## src/design/edge_buffer_pkg.sv

```systemverilog
`default_nettype none

package edge_buffer_pkg;

    // one bank per edge processing element
    localparam int NUM_BANKS = 4;
    localparam int FIFO_DEPTH = 4;

    // one feature value, two of them travel per entry
    localparam int FV_WIDTH = 16;
    localparam int SRAM_ADDR_WIDTH = 8;

    localparam int BANK_ID_WIDTH = $clog2(NUM_BANKS);
    localparam int FIFO_PTR_WIDTH = $clog2(FIFO_DEPTH);

    typedef logic [2*FV_WIDTH-1:0] fv_pair_t;
    typedef logic [NUM_BANKS-1:0] bank_sel_t;
    typedef logic [BANK_ID_WIDTH-1:0] bank_id_t;
    typedef logic [SRAM_ADDR_WIDTH-1:0] sram_addr_t;
    typedef logic [FIFO_PTR_WIDTH-1:0] fifo_ptr_t;

    // one extra bit so a full FIFO can be told apart from an empty one
    typedef logic [FIFO_PTR_WIDTH:0] fifo_cnt_t;

    // head dispatcher of a bank
    typedef enum logic [1:0] {
        HEAD_IDLE,
        HEAD_RS,
        HEAD_SRAM
    } bank_state_t;

endpackage

`default_nettype wire

```

## src/design/edge_buffer_bank.sv

```systemverilog
`timescale 1ns/10ps
`default_nettype none

module edge_buffer_bank (
    input  logic                       clk,
    input  logic                       reset,

    // from the edge processing element
    input  logic                       edge_valid,
    input  logic                       edge_sos,
    input  logic                       edge_eos,
    input  logic                       edge_wb,
    input  edge_buffer_pkg::fv_pair_t  edge_data,

    // grants from the arbiter and the output SRAM
    input  logic                       rs_grant,
    input  logic                       req_grant,

    // reservation-station side
    output logic                       rs_req,
    output logic                       rs_sos,
    output logic                       rs_eos,
    output edge_buffer_pkg::fv_pair_t  rs_data,

    // output-SRAM side
    output logic                       sram_req,
    output edge_buffer_pkg::sram_addr_t sram_addr,
    output logic                       sram_eos,
    output edge_buffer_pkg::fv_pair_t  sram_data,

    output logic                       bank_busy
);

    import edge_buffer_pkg::*;

    // entry storage, flags kept next to the payload
    fv_pair_t               fifo_data [FIFO_DEPTH];
    logic [FIFO_DEPTH-1:0]  fifo_sos;
    logic [FIFO_DEPTH-1:0]  fifo_eos;
    logic [FIFO_DEPTH-1:0]  fifo_wb;

    fifo_ptr_t   wr_ptr;
    fifo_ptr_t   rd_ptr;
    fifo_cnt_t   count;

    bank_state_t state;
    bank_state_t state_next;

    sram_addr_t  wb_index;

    logic        fifo_full;
    logic        fifo_empty;
    logic        push;
    logic        pop;
    logic        rs_pop;
    logic        sram_xfer;

    logic        head_sos;
    logic        head_eos;
    logic        head_wb;
    fv_pair_t    head_data;

    assign fifo_full  = (count == fifo_cnt_t'(FIFO_DEPTH));
    assign fifo_empty = (count == '0);

    // strobes into a full bank are lost
    assign push = edge_valid && !fifo_full;

    assign rs_pop    = (state == HEAD_RS) && rs_grant;
    assign sram_xfer = sram_req && req_grant;
    assign pop       = rs_pop || sram_xfer;

    assign head_sos  = fifo_sos[rd_ptr];
    assign head_eos  = fifo_eos[rd_ptr];
    assign head_wb   = fifo_wb[rd_ptr];
    assign head_data = fifo_data[rd_ptr];

    always_ff @(posedge clk) begin
        if (push) begin
            fifo_data[wr_ptr] <= edge_data;
            fifo_sos[wr_ptr]  <= edge_sos;
            fifo_eos[wr_ptr]  <= edge_eos;
            fifo_wb[wr_ptr]   <= edge_wb;
        end
    end

    // pointers wrap on their own since the depth is a power of two
    always_ff @(posedge clk or negedge reset) begin
        if (!reset) begin
            wr_ptr <= '0;
            rd_ptr <= '0;
            count  <= '0;
        end else begin
            if (push) begin
                wr_ptr <= wr_ptr + 1'b1;
            end
            if (pop) begin
                rd_ptr <= rd_ptr + 1'b1;
            end
            case ({push, pop})
                2'b10:   count <= count + 1'b1;
                2'b01:   count <= count - 1'b1;
                default: count <= count;
            endcase
        end
    end

    // head dispatcher
    // goes back to idle after every pop so the new head is looked at afresh
    always_comb begin
        state_next = state;
        case (state)
            HEAD_IDLE: begin
                if (!fifo_empty) begin
                    state_next = head_wb ? HEAD_SRAM : HEAD_RS;
                end
            end
            HEAD_RS: begin
                if (rs_grant) begin
                    state_next = HEAD_IDLE;
                end
            end
            HEAD_SRAM: begin
                if (req_grant) begin
                    state_next = HEAD_IDLE;
                end
            end
            default: state_next = HEAD_IDLE;
        endcase
    end

    always_ff @(posedge clk or negedge reset) begin
        if (!reset) begin
            state <= HEAD_IDLE;
        end else begin
            state <= state_next;
        end
    end

    // write-back numbering within a stream
    // an sos entry restarts the count whichever path it takes
    always_ff @(posedge clk or negedge reset) begin
        if (!reset) begin
            wb_index <= '0;
        end else if (pop) begin
            if (head_sos) begin
                wb_index <= sram_xfer ? sram_addr_t'(1) : '0;
            end else if (sram_xfer) begin
                wb_index <= wb_index + 1'b1;
            end
        end
    end

    // request withdrawn in the grant cycle, the entry is already leaving
    assign rs_req  = (state == HEAD_RS) && !rs_grant;
    assign rs_sos  = head_sos;
    assign rs_eos  = head_eos;
    assign rs_data = head_data;

    // level request, held until the SRAM grants it
    assign sram_req  = (state == HEAD_SRAM);
    assign sram_addr = head_sos ? '0 : wb_index;
    assign sram_eos  = head_eos;
    assign sram_data = head_data;

    assign bank_busy = fifo_full;

endmodule

`default_nettype wire

```

## src/design/round_robin_arbiter.sv

```systemverilog
`timescale 1ns/10ps
`default_nettype none

module round_robin_arbiter (
    input  logic                       clk,
    input  logic                       reset,
    input  edge_buffer_pkg::bank_sel_t req,
    input  logic                       rs_busy,
    output edge_buffer_pkg::bank_sel_t grant
);

    import edge_buffer_pkg::*;

    bank_sel_t rotate_mask;
    bank_sel_t masked_req;
    bank_sel_t masked_pick;
    bank_sel_t plain_pick;
    bank_sel_t pick;
    bank_sel_t next_mask;

    // lowest set bit wins, bank 0 first
    function automatic bank_sel_t lowest_first(input bank_sel_t r);
        return r & bank_sel_t'(~r + 1'b1);
    endfunction

    assign masked_req  = req & rotate_mask;
    assign masked_pick = lowest_first(masked_req);
    assign plain_pick  = lowest_first(req);

    // nothing left above the last winner, so wrap to the full request set
    assign pick = (masked_req != '0) ? masked_pick : plain_pick;

    // banks strictly above the winner
    always_comb begin
        logic seen;
        seen = 1'b0;
        for (int b = 0; b < NUM_BANKS; b++) begin
            next_mask[b] = seen;
            seen = seen | pick[b];
        end
    end

    always_ff @(posedge clk or negedge reset) begin
        if (!reset) begin
            grant       <= '0;
            rotate_mask <= '1;
        end else begin
            grant <= rs_busy ? '0 : pick;
            // rotate only when a grant really goes out
            if (!rs_busy && (pick != '0)) begin
                rotate_mask <= next_mask;
            end
        end
    end

endmodule

`default_nettype wire

```

## src/design/edge_buffer.sv

```systemverilog
`timescale 1ns/10ps
`default_nettype none

module edge_buffer (
    input  logic                                                  clk,
    input  logic                                                  reset,

    // edge processing elements, one bit or word per bank
    input  edge_buffer_pkg::bank_sel_t                            edge_valid,
    input  edge_buffer_pkg::bank_sel_t                            edge_sos,
    input  edge_buffer_pkg::bank_sel_t                            edge_eos,
    input  edge_buffer_pkg::bank_sel_t                            edge_wb,
    input  edge_buffer_pkg::fv_pair_t [edge_buffer_pkg::NUM_BANKS-1:0] edge_data,

    input  edge_buffer_pkg::bank_sel_t                            req_grant,
    input  logic                                                  rs_busy,

    // shared reservation-station port
    output logic                                                  rs_valid,
    output edge_buffer_pkg::bank_id_t                             rs_bank,
    output logic                                                  rs_sos,
    output logic                                                  rs_eos,
    output edge_buffer_pkg::fv_pair_t                             rs_data,

    // per-bank write-back requests
    output edge_buffer_pkg::bank_sel_t                            sram_req,
    output edge_buffer_pkg::sram_addr_t [edge_buffer_pkg::NUM_BANKS-1:0] sram_addr,
    output edge_buffer_pkg::bank_sel_t                            sram_eos,
    output edge_buffer_pkg::fv_pair_t [edge_buffer_pkg::NUM_BANKS-1:0] sram_data,

    output logic                                                  busy
);

    import edge_buffer_pkg::*;

    bank_sel_t                   rs_req;
    bank_sel_t                   rs_grant;
    bank_sel_t                   bank_busy;
    bank_sel_t                   bank_rs_sos;
    bank_sel_t                   bank_rs_eos;
    fv_pair_t [NUM_BANKS-1:0]    bank_rs_data;

    for (genvar i = 0; i < NUM_BANKS; i++) begin : gen_bank
        edge_buffer_bank bank_i (
            .clk        (clk),
            .reset      (reset),
            .edge_valid (edge_valid[i]),
            .edge_sos   (edge_sos[i]),
            .edge_eos   (edge_eos[i]),
            .edge_wb    (edge_wb[i]),
            .edge_data  (edge_data[i]),
            .rs_grant   (rs_grant[i]),
            .req_grant  (req_grant[i]),
            .rs_req     (rs_req[i]),
            .rs_sos     (bank_rs_sos[i]),
            .rs_eos     (bank_rs_eos[i]),
            .rs_data    (bank_rs_data[i]),
            .sram_req   (sram_req[i]),
            .sram_addr  (sram_addr[i]),
            .sram_eos   (sram_eos[i]),
            .sram_data  (sram_data[i]),
            .bank_busy  (bank_busy[i])
        );
    end

    round_robin_arbiter rr_arb_i (
        .clk     (clk),
        .reset   (reset),
        .req     (rs_req),
        .rs_busy (rs_busy),
        .grant   (rs_grant)
    );

    // any full bank stalls the processing elements
    assign busy = |bank_busy;

    // grant is one-hot, zeros go out when no bank holds it
    always_comb begin
        rs_valid = 1'b0;
        rs_bank  = '0;
        rs_sos   = 1'b0;
        rs_eos   = 1'b0;
        rs_data  = '0;
        for (int b = 0; b < NUM_BANKS; b++) begin
            if (rs_grant[b]) begin
                rs_valid = 1'b1;
                rs_bank  = bank_id_t'(b);
                rs_sos   = bank_rs_sos[b];
                rs_eos   = bank_rs_eos[b];
                rs_data  = bank_rs_data[b];
            end
        end
    end

endmodule

`default_nettype wire

```

## config.mk

```make
export PLATFORM = sky130hd
export DESIGN_NAME = edge_buffer
export DESIGN_NICKNAME = d
export VERILOG_FILES = /design/src/design/edge_buffer_pkg.sv /design/src/design/edge_buffer_bank.sv /design/src/design/round_robin_arbiter.sv /design/src/design/edge_buffer.sv
export SDC_FILE = /design/constraint.sdc
export NUM_CORES = 1
export LEC_CHECK = 0
export ABC_CLOCK_PERIOD_IN_PS = 4500
export BUFFER_PORTS_ARGS = -buffer_cell sky130_fd_sc_hd__buf_2
export CORE_ASPECT_RATIO = 1.4
export CORE_UTILIZATION = 36
export DETAILED_ROUTE_END_ITERATION = 7
export GPL_TIMING_DRIVEN = 0
export PLACE_DENSITY = 0.58
export SYNTH_ARGS = -nofsm -noshare
export SYNTH_HDL_FRONTEND = slang
export SYNTH_SLANG_ARGS = --single-unit
```

## constraint.sdc

```tcl
create_clock -name clk -period 4.5 [get_ports clk]
set_clock_uncertainty 0.05 [all_clocks]
set_input_delay 0 -clock clk [delete_from_list [all_inputs] [get_ports clk]]
set_output_delay 0 -clock clk [all_outputs]
set_load 0.01 [all_outputs]
```

==> impl_metrics.py, run 1 <==
metrics = {
    "outcome": {
        "status": "completed",
    },
    "clock_tree": {
        "post-cts-setup-buffers": 0,
        "clk_tree_root_cell": "sky130_fd_sc_hd__clkbuf_16",
        "cts_num_sinks": 636,
        "cts_max_path_buffers": 3,
        "clk_pin_slew_worst_paths_ns": 0.06,
        "cts_tree": "done",
        "insertion_delay_ns": 0.61,
        "htreeDepth": 3,
        "cts_made_buffers": 66,
    },
    "synthesis": {
        "top_cell_type_by_total_area_after_synthesis": "sky130_fd_sc_hd__edfxtp_1",
        "postSynth.topFlopCell": "sky130_fd_sc_hd__edfxtp_1",
        "async_flop_share_pct": 11.95,
        "syn_inst": 1304,
        "mappedNetlistArea_mm2": 0.02523,
        "synth_fp_nets": 1483,
        "synth.yosys.warnings": 0,
        "postSynthRegisterBits": 636,
        "post_synthesis_cell_type_count": 58,
        "avgSynthCellArea_um2": 19.35,
        "count_of_flip_flops_with_a_built_in_enable_after_synthesis": 560,
        "synth.area.top_cells": "sky130_fd_sc_hd__edfxtp_1 67%, sky130_fd_sc_hd__mux4_2 12%, sky130_fd_sc_hd__dfrtp_1 7.1%",
        "synth_largest_type_area_fraction_pct": 66.65,
        "synth-seq-area-share_pct": 74.21,
    },
    "worst_setup_path": {
        "critical_path.n_buffers_inverters": 3,
        "critPathArrivalTime_ns": 3.85,
        "critical_path.top_delay_family": "buffers and inverters",
        "end_kind": "primary output",
        "start_kind": "flop",
        "cp_max_fo": 10,
        "standard_cell_with_the_maximum_stage_delay_on_the_critical_path": "sky130_fd_sc_hd__a221oi_1",
        "crit_path_cell_trace": "clkbuf_1 > buf_1 > mux4_2 > a221oi_1 > nor2_1 > buf_2",
        "criticalPathCategory": "reg2out",
        "cp_slowest_stage_delay_ns": 0.86,
        "worst_ep_required_time_ns": 4.45,
    },
    "global_route": {
        "grtUsageTotal_pct": 20.34,
        "overflow": 0,
        "antenna_found_initial": 3,
        "grt_max_degree": 65,
        "grt_pass1_vias": 15360,
        "wire_length_of_the_first_global_routing_pass_mm": 102.7,
    },
    "sta": {
        "tightest_slew_ns": 1.162,
        "setup_tns_final_ns": 0,
        "hold_viol": 0,
        "final.hold.worst_slack_ns": 0.08116,
        "final_critical_path_share_of_the_clock_period_pct": 86.68,
        "period_needed_ns": 3.900,
        "fmax_ghz": 0.2564,
        "slew_violations": 0,
        "timing.max_slew.rel_slack_pct": 22.50,
        "setup-violations-final": 0,
        "grt_setup_unrepaired": "false",
    },
    "routing": {
        "totalWireLength_mm": 71.65,
        "routed_via_density": 5.076,
        "post_drt_wl_per_cell_um": 24.92,
        "drtPass1Iterations": 7,
        "num_vias": 14590,
        "post-route-drc-count": 0,
        "antenna_violating_nets_post_route": 0,
        "drtIter0Drc": 878,
    },
    "floorplan": {
        "boundaryPins": 357,
        "placementRows": 114,
        "fp.coreArea_mm2": 0.06918,
        "die_area_mm2": 0.07116,
        "initial_core_util_pct": 36.47,
        "fp.dieW_um": 225.7,
        "die_y_um": 315.2,
    },
    "cells_and_area": {
        "area_growth_syn_to_layout_pct": 27.44,
        "most_common_cell_after_layout_fill_and_taps_aside": "sky130_fd_sc_hd__edfxtp_1",
        "share_of_cells_above_drive_strength_1_pct": 34.19,
        "layout_common_cells": "560 x sky130_fd_sc_hd__edfxtp_1, 373 x sky130_fd_sc_hd__buf_2, 152 x sky130_fd_sc_hd__dlygate4sd3_1",
        "final_net_count": 2076,
        "postLayoutCoreUtil_pct": 46.48,
        "post_layout_nonfiller_instances": 2875,
        "fillers": 6071,
    },
    "place": {
        "finalWeightedCongestion": 0.8914,
        "dpl.cell_count": 2605,
        "hpwl_mm": 51.40,
        "placement.io_buffers": 356,
    },
    "power_and_ir_drop": {
        "power_leakage_nw": 11.72,
        "worst_ir_drop_vdd_mv": 0.3965,
        "p_total_mw": 22.06,
        "power_per_cell_area_mw_per_mm2": 686.2,
    },
    "min_path": {
        "min_path_type": "in2reg",
    },
    "flow_run": {
        "maxCapViolCount": 0,
    },
}
## path summary, 6_finish.rpt
path | start | end | slack, ns | cells after the start
max | gen_bank[1].bank_i.rd_ptr[1] | rs_data[24] | 0.60 | 6
min in group asynchronous | reset | gen_bank[1].bank_i.wb_index[4] | 0.43 | 4
min reg2reg | gen_bank[3].bank_i.count[0] | gen_bank[3].bank_i.count[0] | 0.44 | 1
min | edge_data[77] | gen_bank[2].bank_i.fifo_data[3][13] | 0.08 | 2
max reg2reg | gen_bank[0].bank_i.state[1] | gen_bank[0].bank_i.count[2] | 2.00 | 9
max in group asynchronous | reset | gen_bank[0].bank_i.wb_index[2] | 3.02 | 4
## cell type report
type | instances | area [um^2] | share of cell area, %
repair buffers | 525 | 3669 | 11.41
clock buffers | 88 | 1785 | 5.553
diodes | 2 | 5.005 | 0.01557
plain buffers | 69 | 325.3 | 1.012
well taps | 928 | 1161 | 3.611
inverters | 29 | 108.9 | 0.3386
clock inverters | 28 | 282.8 | 0.8795
multi-input cells | 570 | 6092 | 18.95
flip-flops and latches | 636 | 18720 | 58.23
## worst register-to-register path: stages (launching register included)
cell	delay, ns
sky130_fd_sc_hd__dfrtp_1	0.37
sky130_fd_sc_hd__clkbuf_1	0.32
sky130_fd_sc_hd__nand3b_1	0.38
sky130_fd_sc_hd__nand2_1	0.27
sky130_fd_sc_hd__ha_1	0.21
sky130_fd_sc_hd__inv_1	0.06
sky130_fd_sc_hd__fa_1	0.37
sky130_fd_sc_hd__xor2_1	0.15
sky130_fd_sc_hd__nor2_1	0.10
sky130_fd_sc_hd__xor2_1	0.15
## logic make-up (layout without fill, tap and decap cells)
kind of cell	after synthesis	in the layout	synth area share, %
AOI/OAI and AO/OA	107	107	3.075
adders and majority gates	28	28	1.508
and+or+nand+nor	242	242	5.093
other	0	2	0
muxes	147	147	12.80
xor gates and xnor gates	46	46	1.597
buffers and inverters	98	739	1.721
DFF	636	636	74.21
## layer usage
metal | global-route usage [%] | vias up | share of wire, %
li1 | - | 6450 | -
met2 | 36.08 | 457 | 53
met5 | 0 | - | 0.018
met1 | 24.31 | 7595 | 39
met4 | 7.127 | 2 | 2.5
met3 | 4.203 | 90 | 5.8
## sequential cells by signal (all words and copies together) (netlist names)
name,count
gen_bank.bank_i.wb_index,32
rr_arb_i.rotate_mask,4
gen_bank.bank_i.rd_ptr,8
rr_arb_i.grant,4
gen_bank.bank_i.count,12
gen_bank.bank_i.fifo_wb,16
gen_bank.bank_i.fifo_data,512
gen_bank.bank_i.fifo_sos,16
gen_bank.bank_i.fifo_eos,16
gen_bank.bank_i.state,8
gen_bank.bank_i.wr_ptr,8
## cell usage after synthesis, types with 5 or more instances
master,count
sky130_fd_sc_hd__edfxtp_1,560
sky130_fd_sc_hd__mux4_2,140
sky130_fd_sc_hd__nor2_1,74
sky130_fd_sc_hd__dfrtp_1,72
sky130_fd_sc_hd__nor2b_1,40
sky130_fd_sc_hd__o22ai_1,38
sky130_fd_sc_hd__a221oi_1,34
sky130_fd_sc_hd__clkbuf_1,34
sky130_fd_sc_hd__nand2_1,33
sky130_fd_sc_hd__inv_1,28
sky130_fd_sc_hd__ha_1,24
sky130_fd_sc_hd__xor2_1,24
sky130_fd_sc_hd__xnor2_1,22
sky130_fd_sc_hd__and3_1,21
sky130_fd_sc_hd__buf_2,18
sky130_fd_sc_hd__nor3_1,15
sky130_fd_sc_hd__nand4_1,12
sky130_fd_sc_hd__a21oi_1,10
sky130_fd_sc_hd__buf_4,9
sky130_fd_sc_hd__nand3_1,8
sky130_fd_sc_hd__nand3b_1,8
sky130_fd_sc_hd__and2_1,6
sky130_fd_sc_hd__buf_1,5
sky130_fd_sc_hd__o21ai_0,5
## power by group
group          switching, mW  leakage, nW  total, mW  internal [mW]
sequential             0.385         6.09       8.18           7.80
clock                   2.27         1.01       5.31           3.04
combinational           5.23         4.63       8.57           3.34
## per-stage QoR
step	setup slack, ns	area (um^2)
6_report	0.5995	32150
4_1_cts	0.3142	32150
2_1_floorplan	2.460	25230
3_5_place_dp	0.9908	28560
3_3_place_gp	1.050	28170
5_1_grt	0.3837	32150
## timing repair
item,4_1_cts,5_1_grt
hold buffers,152,0
gates resized for setup,0,0
hold endpoints to repair,722,0
Note: power is estimated with default switching activity, not from simulation.
==> run 2, diff against run 1 <==
--- a/config.mk
+++ b/config.mk
@@ -12,6 +12,7 @@
 export DETAILED_ROUTE_END_ITERATION = 7
 export GPL_TIMING_DRIVEN = 0
 export PLACE_DENSITY = 0.58
+export RECOVER_POWER = 100
 export SYNTH_ARGS = -nofsm -noshare
 export SYNTH_HDL_FRONTEND = slang
 export SYNTH_SLANG_ARGS = --single-unit
==> impl_metrics.py, run 2 (same netlist as run 1, synthesis figures left out) <==
metrics = {
    "outcome": {
        "status": "finished with violations",
        "violations": "capacitance limit, slew limit",
    },
    "global_route": {
        "grt_max_degree": 65,
        "antenna_found_initial": 3,
        "overflow": 0,
        "grtUsageTotal_pct": 20.34,
        "wire_length_of_the_first_global_routing_pass_mm": 102.7,
        "grt_pass1_vias": 15360,
    },
    "floorplan": {
        "fp.coreArea_mm2": 0.06918,
        "fp.dieW_um": 225.7,
        "die_area_mm2": 0.07116,
        "die_y_um": 315.2,
        "placementRows": 114,
        "initial_core_util_pct": 36.47,
        "boundaryPins": 357,
    },
    "cells_and_area": {
        "area_growth_syn_to_layout_pct": 24.49,
        "final_net_count": 2076,
        "postLayoutCoreUtil_pct": 45.40,
        "fillers": 6258,
        "share_of_cells_above_drive_strength_1_pct": 14.96,
        "reg_top3": "gen_bank.bank_i.fifo_data x512, gen_bank.bank_i.wb_index x32",
        "top_register": "gen_bank.bank_i.fifo_data",
        "most_common_cell_after_layout_fill_and_taps_aside": "sky130_fd_sc_hd__edfxtp_1",
        "layout_common_cells": "560 x sky130_fd_sc_hd__edfxtp_1, 412 x sky130_fd_sc_hd__clkbuf_1, 152 x sky130_fd_sc_hd__dlygate4sd3_1",
        "post_layout_nonfiller_instances": 2875,
        "number_of_flip_flops_under_the_largest_register_name": 512,
    },
    "clock_tree": {
        "cts_num_sinks": 636,
        "clk_pin_slew_worst_paths_ns": 0.06,
        "htreeDepth": 3,
        "post-cts-setup-buffers": 0,
        "cts_made_buffers": 66,
        "insertion_delay_ns": 0.61,
        "cts_max_path_buffers": 3,
        "clk_tree_root_cell": "sky130_fd_sc_hd__clkbuf_16",
        "cts_tree": "done",
    },
    "sta": {
        "tightest_slew_ns": 3.094,
        "setup-violations-final": 0,
        "hold_viol": 0,
        "final.hold.worst_slack_ns": 0.1231,
        "period_needed_ns": 3.963,
        "setup_tns_final_ns": 0,
        "slew_violations": 364,
        "grt_setup_unrepaired": "false",
        "final_critical_path_share_of_the_clock_period_pct": 88.08,
        "fmax_ghz": 0.2523,
        "timing.max_slew.rel_slack_pct": -106.2,
    },
    "worst_setup_path": {
        "worst_ep_required_time_ns": 4.45,
        "crit_path_cell_trace": "clkbuf_1 > clkbuf_1 > mux4_2 > o22ai_1 > nor2_1 > buf_2",
        "worst-path-stages": 6,
        "cp_slowest_stage_delay_ns": 0.75,
        "criticalPathCategory": "reg2out",
        "critical_path.n_buffers_inverters": 3,
        "start_kind": "flop",
        "cp_max_fo": 10,
        "standard_cell_with_the_maximum_stage_delay_on_the_critical_path": "sky130_fd_sc_hd__clkbuf_1",
        "critical_path.top_delay_family": "buffers and inverters",
        "critical_path.most_common_cell": "sky130_fd_sc_hd__clkbuf_1",
        "critPathArrivalTime_ns": 3.91,
        "reg2reg_depth": 4,
        "end_kind": "primary output",
    },
    "place": {
        "hpwl_mm": 51.40,
        "finalWeightedCongestion": 0.8914,
        "placement.io_buffers": 356,
        "dpl.cell_count": 2605,
    },
    "routing": {
        "totalWireLength_mm": 71.66,
        "routed_via_density": 5.103,
        "drtPass1Iterations": 5,
        "post-route-drc-count": 0,
        "num_vias": 14670,
        "antenna_violating_nets_post_route": 0,
        "drtIter0Drc": 882,
        "post_drt_wl_per_cell_um": 24.92,
    },
    "power_and_ir_drop": {
        "cell_internal_pwr_mw": 13.75,
        "power_frac_comb_pct": 37.5,
        "power_switching_share_pct": 36.47,
        "power.clock.fraction_pct": 24.5,
        "share_seq_of_total_power_pct": 38.0,
        "worst_ir_drop_vdd_mv": 0.3827,
        "power_per_cell_area_mw_per_mm2": 689.3,
        "power_leakage_nw": 10.58,
        "p_sw_mw": 7.896,
        "p_total_mw": 21.65,
    },
    "min_path": {
        "min_path_type": "in2reg",
        "worst_hold_path_cells": 2,
    },
    "flow_run": {
        "maxCapViolCount": 14,
    },
}
run 2: cell types whose count changed in the layout (fill, tap and decap cells not counted), sizes merged:
cell / before / now
clkbuf: 124 / 488
dlymetal6s4s: 0 / 1
buf: 406 / 41
run 2: timing repair:
action	CTS	global route
gates resized for setup	0	0
hold buffers	152	0
endpoints found under the hold margin	722	0
run 2: metal layers:
| metal | routed length (um) | part of all wire [%] | vias up | global-route usage, % |
|---|---|---|---|---|
| met5 | 13 | 0.018 | - | 0 |
| met4 | 1923 | 2.7 | 2 | 7.127 |
| met3 | 4080 | 5.7 | 107 | 4.203 |
| met2 | 37790 | 53 | 471 | 36.08 |
| met1 | 27850 | 39 | 7642 | 24.31 |
| li1 | - | - | 6450 | - |
run 2: path summary, 6_finish.rpt:
path	from	end	slack, ns
hold / removal	edge_data[77]	gen_bank[2].bank_i.fifo_data[3][13]	0.12
max in group asynchronous	reset	gen_bank[3].bank_i.wr_ptr[0]	0.95
min in group asynchronous	reset	gen_bank[1].bank_i.wb_index[3]	0.98
setup / recovery	gen_bank[3].bank_i.rd_ptr[0]	rs_data[9]	0.54
hold reg to reg	gen_bank[3].bank_i.count[2]	gen_bank[3].bank_i.count[2]	0.45
setup reg to reg	gen_bank[0].bank_i.count[0]	gen_bank[0].bank_i.fifo_data[0][19]	1.14
run 2: final cells by class:
type                            count  area [um^2]  area share [%]
Inverter                           29        108.9          0.3466
Timing Repair Buffer              525         2962           9.430
Tap cell                          928         1161           3.697
Clock buffer                       88         1785           5.685
Clock inverter                     28        282.8          0.9003
Buffer                             69        307.8          0.9800
Sequential cell                   636        18720           59.61
Multi-Input combinational cell    570         6072           19.33
Antenna cell                        2        5.005         0.01593
run 2: through the flow:
stage	worst slack (ns)	instance area, um^2
3_5_place_dp	0.9908	28560
4_1_cts	0.3142	32150
6_report	0.5365	31410
5_1_grt	0.2148	31410
3_3_place_gp	1.050	28170
2_1_floorplan	2.460	25230
run 2: power by group through the flow:
stage               sequential, mW  clock (mW)  combinational [mW]
CTS                           8.19        5.44                8.79
floorplan                     8.20           0                4.83
finish                        8.23        5.31                8.11
global route                  8.34        5.65                8.74
global placement              8.31           0                8.33
detailed placement            8.31           0                8.64
==> run 3, diff against run 2 <==
--- a/config.mk
+++ b/config.mk
@@ -15,4 +15,5 @@
 export RECOVER_POWER = 100
 export SYNTH_ARGS = -nofsm -noshare
 export SYNTH_HDL_FRONTEND = slang
+export SYNTH_HIERARCHICAL = 1
 export SYNTH_SLANG_ARGS = --single-unit
==> impl_metrics.py, run 3 <==
metrics = {
    "floorplan": {
        "fp.coreArea_mm2": 0.07305,
        "fp.dieW_um": 232.3,
        "die_y_um": 324.4,
        "boundaryPins": 357,
        "die_area_mm2": 0.07535,
        "initial_core_util_pct": 36.59,
        "placementRows": 117,
    },
    "outcome": {
        "violations": "capacitance limit, slew limit",
        "status": "finished with violations",
    },
    "power_and_ir_drop": {
        "power_switching_share_pct": 35.59,
        "power_frac_comb_pct": 40.6,
        "worst_ir_drop_vdd_mv": 0.4041,
        "share_seq_of_total_power_pct": 35.5,
        "cell_internal_pwr_mw": 15.25,
        "p_sw_mw": 8.427,
        "power.clock.fraction_pct": 23.9,
        "power_leakage_nw": 11.63,
        "power_per_cell_area_mw_per_mm2": 713.3,
    },
    "synthesis": {
        "postSynthRegisterBits": 636,
        "postSynth.topFlopCell": "sky130_fd_sc_hd__edfxtp_1",
        "count_of_flip_flops_with_a_built_in_enable_after_synthesis": 560,
        "syn_inst": 1490,
        "synth-seq-area-share_pct": 70.05,
        "netlist_top_cells_count": "560 x sky130_fd_sc_hd__edfxtp_1, 140 x sky130_fd_sc_hd__mux4_2, 132 x sky130_fd_sc_hd__buf_4",
        "top_cell_type_by_total_area_after_synthesis": "sky130_fd_sc_hd__edfxtp_1",
        "post_synthesis_cell_type_count": 70,
        "synth_largest_type_area_fraction_pct": 62.92,
        "async_flop_share_pct": 11.95,
        "synth.area.top_cells": "sky130_fd_sc_hd__edfxtp_1 63%, sky130_fd_sc_hd__mux4_2 12%, sky130_fd_sc_hd__dfrtp_1 6.7%",
        "synth.yosys.warnings": 6,
        "avgSynthCellArea_um2": 17.94,
        "mappedNetlistArea_mm2": 0.02673,
        "yosys.cell_count.top_type": "sky130_fd_sc_hd__edfxtp_1",
        "synth_fp_nets": 1669,
    },
    "clock_tree": {
        "clk_pin_slew_worst_paths_ns": 0.06,
        "cts_num_sinks": 636,
        "clk_tree_root_cell": "sky130_fd_sc_hd__clkbuf_16",
        "htreeDepth": 3,
        "cts_tree": "done",
        "cts_max_path_buffers": 3,
        "cts_repair_resize_count": 0,
        "cts_made_buffers": 67,
        "insertion_delay_ns": 0.61,
        "post-cts-setup-buffers": 0,
    },
    "min_path": {
        "worst_hold_path_cells": 2,
        "worstHoldStart": "edge_data[126]",
        "holdPathEnd": "gen_bank[3].bank_i/fifo_data[0][30]",
        "min_path_type": "in2reg",
    },
    "worst_setup_path": {
        "critPathArrivalTime_ns": 3.98,
        "standard_cell_with_the_maximum_stage_delay_on_the_critical_path": "sky130_fd_sc_hd__a221oi_1",
        "crit_path_cell_trace": "clkbuf_1 > clkbuf_1 > mux4_2 > a221oi_1 > o21ai_0 > buf_2",
        "start_kind": "flop",
        "worst_ep_required_time_ns": 4.45,
        "cp_max_fo": 10,
        "reg2reg_depth": 4,
        "cp_slowest_stage_delay_ns": 1.06,
        "r2r_end": "gen_bank[3].bank_i/fifo_data[0][26]",
        "regToRegSetupSlack_ns": 0.62,
        "end_kind": "primary output",
        "critical_path.most_common_cell": "sky130_fd_sc_hd__clkbuf_1",
        "criticalPathCategory": "reg2out",
        "r2r_start": "gen_bank[3].bank_i/count[2]",
    },
    "sta": {
        "setup_tns_final_ns": 0,
        "final_critical_path_share_of_the_clock_period_pct": 89.48,
        "period_needed_ns": 4.026,
        "slew_violations": 509,
        "timing.max_slew.rel_slack_pct": -101.3,
        "final.hold.worst_slack_ns": 0.1296,
        "tightest_slew_ns": 3.020,
        "hold_viol": 0,
        "fmax_ghz": 0.2484,
        "grt_setup_unrepaired": "false",
        "setup-violations-final": 0,
    },
    "global_route": {
        "grt_max_degree": 59,
        "overflow": 0,
        "use_met3_pct": 3.783,
        "met1_usage_pct": 24.81,
        "grt_pass1_vias": 16550,
        "wire_length_of_the_first_global_routing_pass_mm": 111.5,
        "grtUsageTotal_pct": 20.54,
        "antenna_found_initial": 2,
        "gr-usage-met2_pct": 35.91,
        "global_route.peak_usage_layer": "met2",
    },
    "routing": {
        "post_drt_wl_per_cell_um": 24.83,
        "routed_via_density": 5.096,
        "totalWireLength_mm": 76.64,
        "post-route-drc-count": 0,
        "drtIter0Drc": 1063,
        "antenna_violating_nets_post_route": 0,
        "drtPass1Iterations": 5,
        "num_vias": 15730,
    },
    "cells_and_area": {
        "layout_common_cells": "560 x sky130_fd_sc_hd__edfxtp_1, 279 x sky130_fd_sc_hd__clkbuf_1, 181 x sky130_fd_sc_hd__buf_2",
        "fillers": 6459,
        "seq_area_mm2": 0.01872,
        "final_net_count": 2263,
        "number_of_flip_flops_under_the_largest_register_name": 512,
        "post_layout_nonfiller_instances": 3087,
        "multiInputGateArea_mm2": 0.006555,
        "area_growth_syn_to_layout_pct": 24.21,
        "most_common_cell_after_layout_fill_and_taps_aside": "sky130_fd_sc_hd__edfxtp_1",
        "cell_area_after_layout_mm2": 0.03320,
        "top_register": "gen_bank.bank_i/fifo_data",
        "reg_top3": "gen_bank.bank_i/fifo_data x512, gen_bank.bank_i/wb_index x32",
        "share_of_cells_above_drive_strength_1_pct": 26.34,
    },
    "flow_run": {
        "maxCapViolCount": 17,
    },
    "place": {
        "detailed_place.area_mm2": 0.03007,
        "dpl.cell_count": 2815,
        "finalWeightedCongestion": 0.8210,
        "placement.io_buffers": 356,
        "hpwl_mm": 56.34,
    },
}
## run 3: cell count changes after synthesis, moves of 15 or more
cell / before / now
sky130_fd_sc_hd__buf_4: 9 / 132
sky130_fd_sc_hd__nor2_1: 74 / 27
sky130_fd_sc_hd__o21ai_1: 0 / 36
sky130_fd_sc_hd__o22ai_1: 38 / 3
sky130_fd_sc_hd__nor2b_1: 40 / 64
sky130_fd_sc_hd__o21ai_0: 5 / 21
sky130_fd_sc_hd__xor2_1: 24 / 8
sky130_fd_sc_hd__nand2_1: 33 / 48
## run 3: worst max-delay path: cells and delay by family (launching register included)
kind	cells	cell delay, ns
flip-flops	1	0.32
buffers and inverters	3	1.29
multiplexers	1	0.45
AO/OA/AOI/OAI	2	1.30
## run 3: per-layer routing
layer | vias to the layer above | part of all wire (%)
met3 | 117 | 5.5
met2 | 501 | 52
met1 | 8142 | 39
li1 | 6967 | -
met5 | - | 0.030
met4 | 4 | 3.2
## run 3: stage by stage
| stage | worst slack [ns] | power, mW | util (%) |
|---|---|---|---|
| after floorplan | 2.128 | 14.33 | - |
| after global placement | 1.029 | 18.32 | 40.66 |
| after detailed placement | 1.023 | 18.63 | 41.16 |
| after CTS | 0.3506 | 24.46 | 46.31 |
| after global routing | 0.2729 | 24.86 | 45.44 |
| final | 0.4736 | 23.68 | 45.45 |
## run 3: power groups by stage
| stage | clock network (mW) | registers (mW) | logic (mW) |
|---|---|---|---|
| final | 5.66 | 8.40 | 9.62 |
| after global placement | 0 | 8.45 | 9.88 |
| after detailed placement | 0 | 8.46 | 10.2 |
| after floorplan | 0 | 8.32 | 6.02 |
| after CTS | 5.78 | 8.34 | 10.3 |
| after global routing | 5.98 | 8.53 | 10.3 |
## run 3: worst max path at each step
stage                                   to                    startpoint  slack, ns  cells past startpoint
6_report                       rs_data[10]  gen_bank[1].bank_i/rd_ptr[1]       0.47                      6
5_1_grt                        rs_data[23]  gen_bank[1].bank_i/rd_ptr[1]       0.27                      6
4_1_cts                        rs_data[23]  gen_bank[2].bank_i/rd_ptr[1]       0.35                      6
3_5_place_dp                   rs_data[23]  gen_bank[2].bank_i/rd_ptr[1]       1.02                      6
3_3_place_gp                   rs_data[23]  gen_bank[2].bank_i/rd_ptr[1]       1.03                      6
2_1_floorplan  gen_bank[2].bank_i/count[2]   gen_bank[2].bank_i/state[1]       2.13                     10
## run 3: area by class of cell
type,instances,share of cell area (%)
multi-input combinational,626,19.75
buffer,201,3.780
clock buffer,81,5.465
clock inverter,38,1.270
timing repair buffer,525,9.441
antenna,1,0.007538
inverter,27,0.3053
tap,952,3.588
sequential,636,56.40
## run 3: timing repair
action | in CTS | in global routing
hold buffers | 152 | 0
endpoints found under the setup margin | 0 | 0
endpoints found under the hold margin | 685 | 0
## run 3: kinds of logic (layout without fill, tap and decap cells)
family | Yosys count | count (layout) | share of synthesized area, %
buffers and inverters | 228 | 872 | 5.393
muxes | 148 | 148 | 12.13
and+or+nand+nor | 262 | 262 | 5.880
DFF | 636 | 636 | 70.05
xor gates and xnor gates | 24 | 24 | 0.7865
adders and majority gates | 28 | 28 | 1.423
other | 0 | 1 | 0
AOI/OAI and AO/OA | 164 | 164 | 4.330
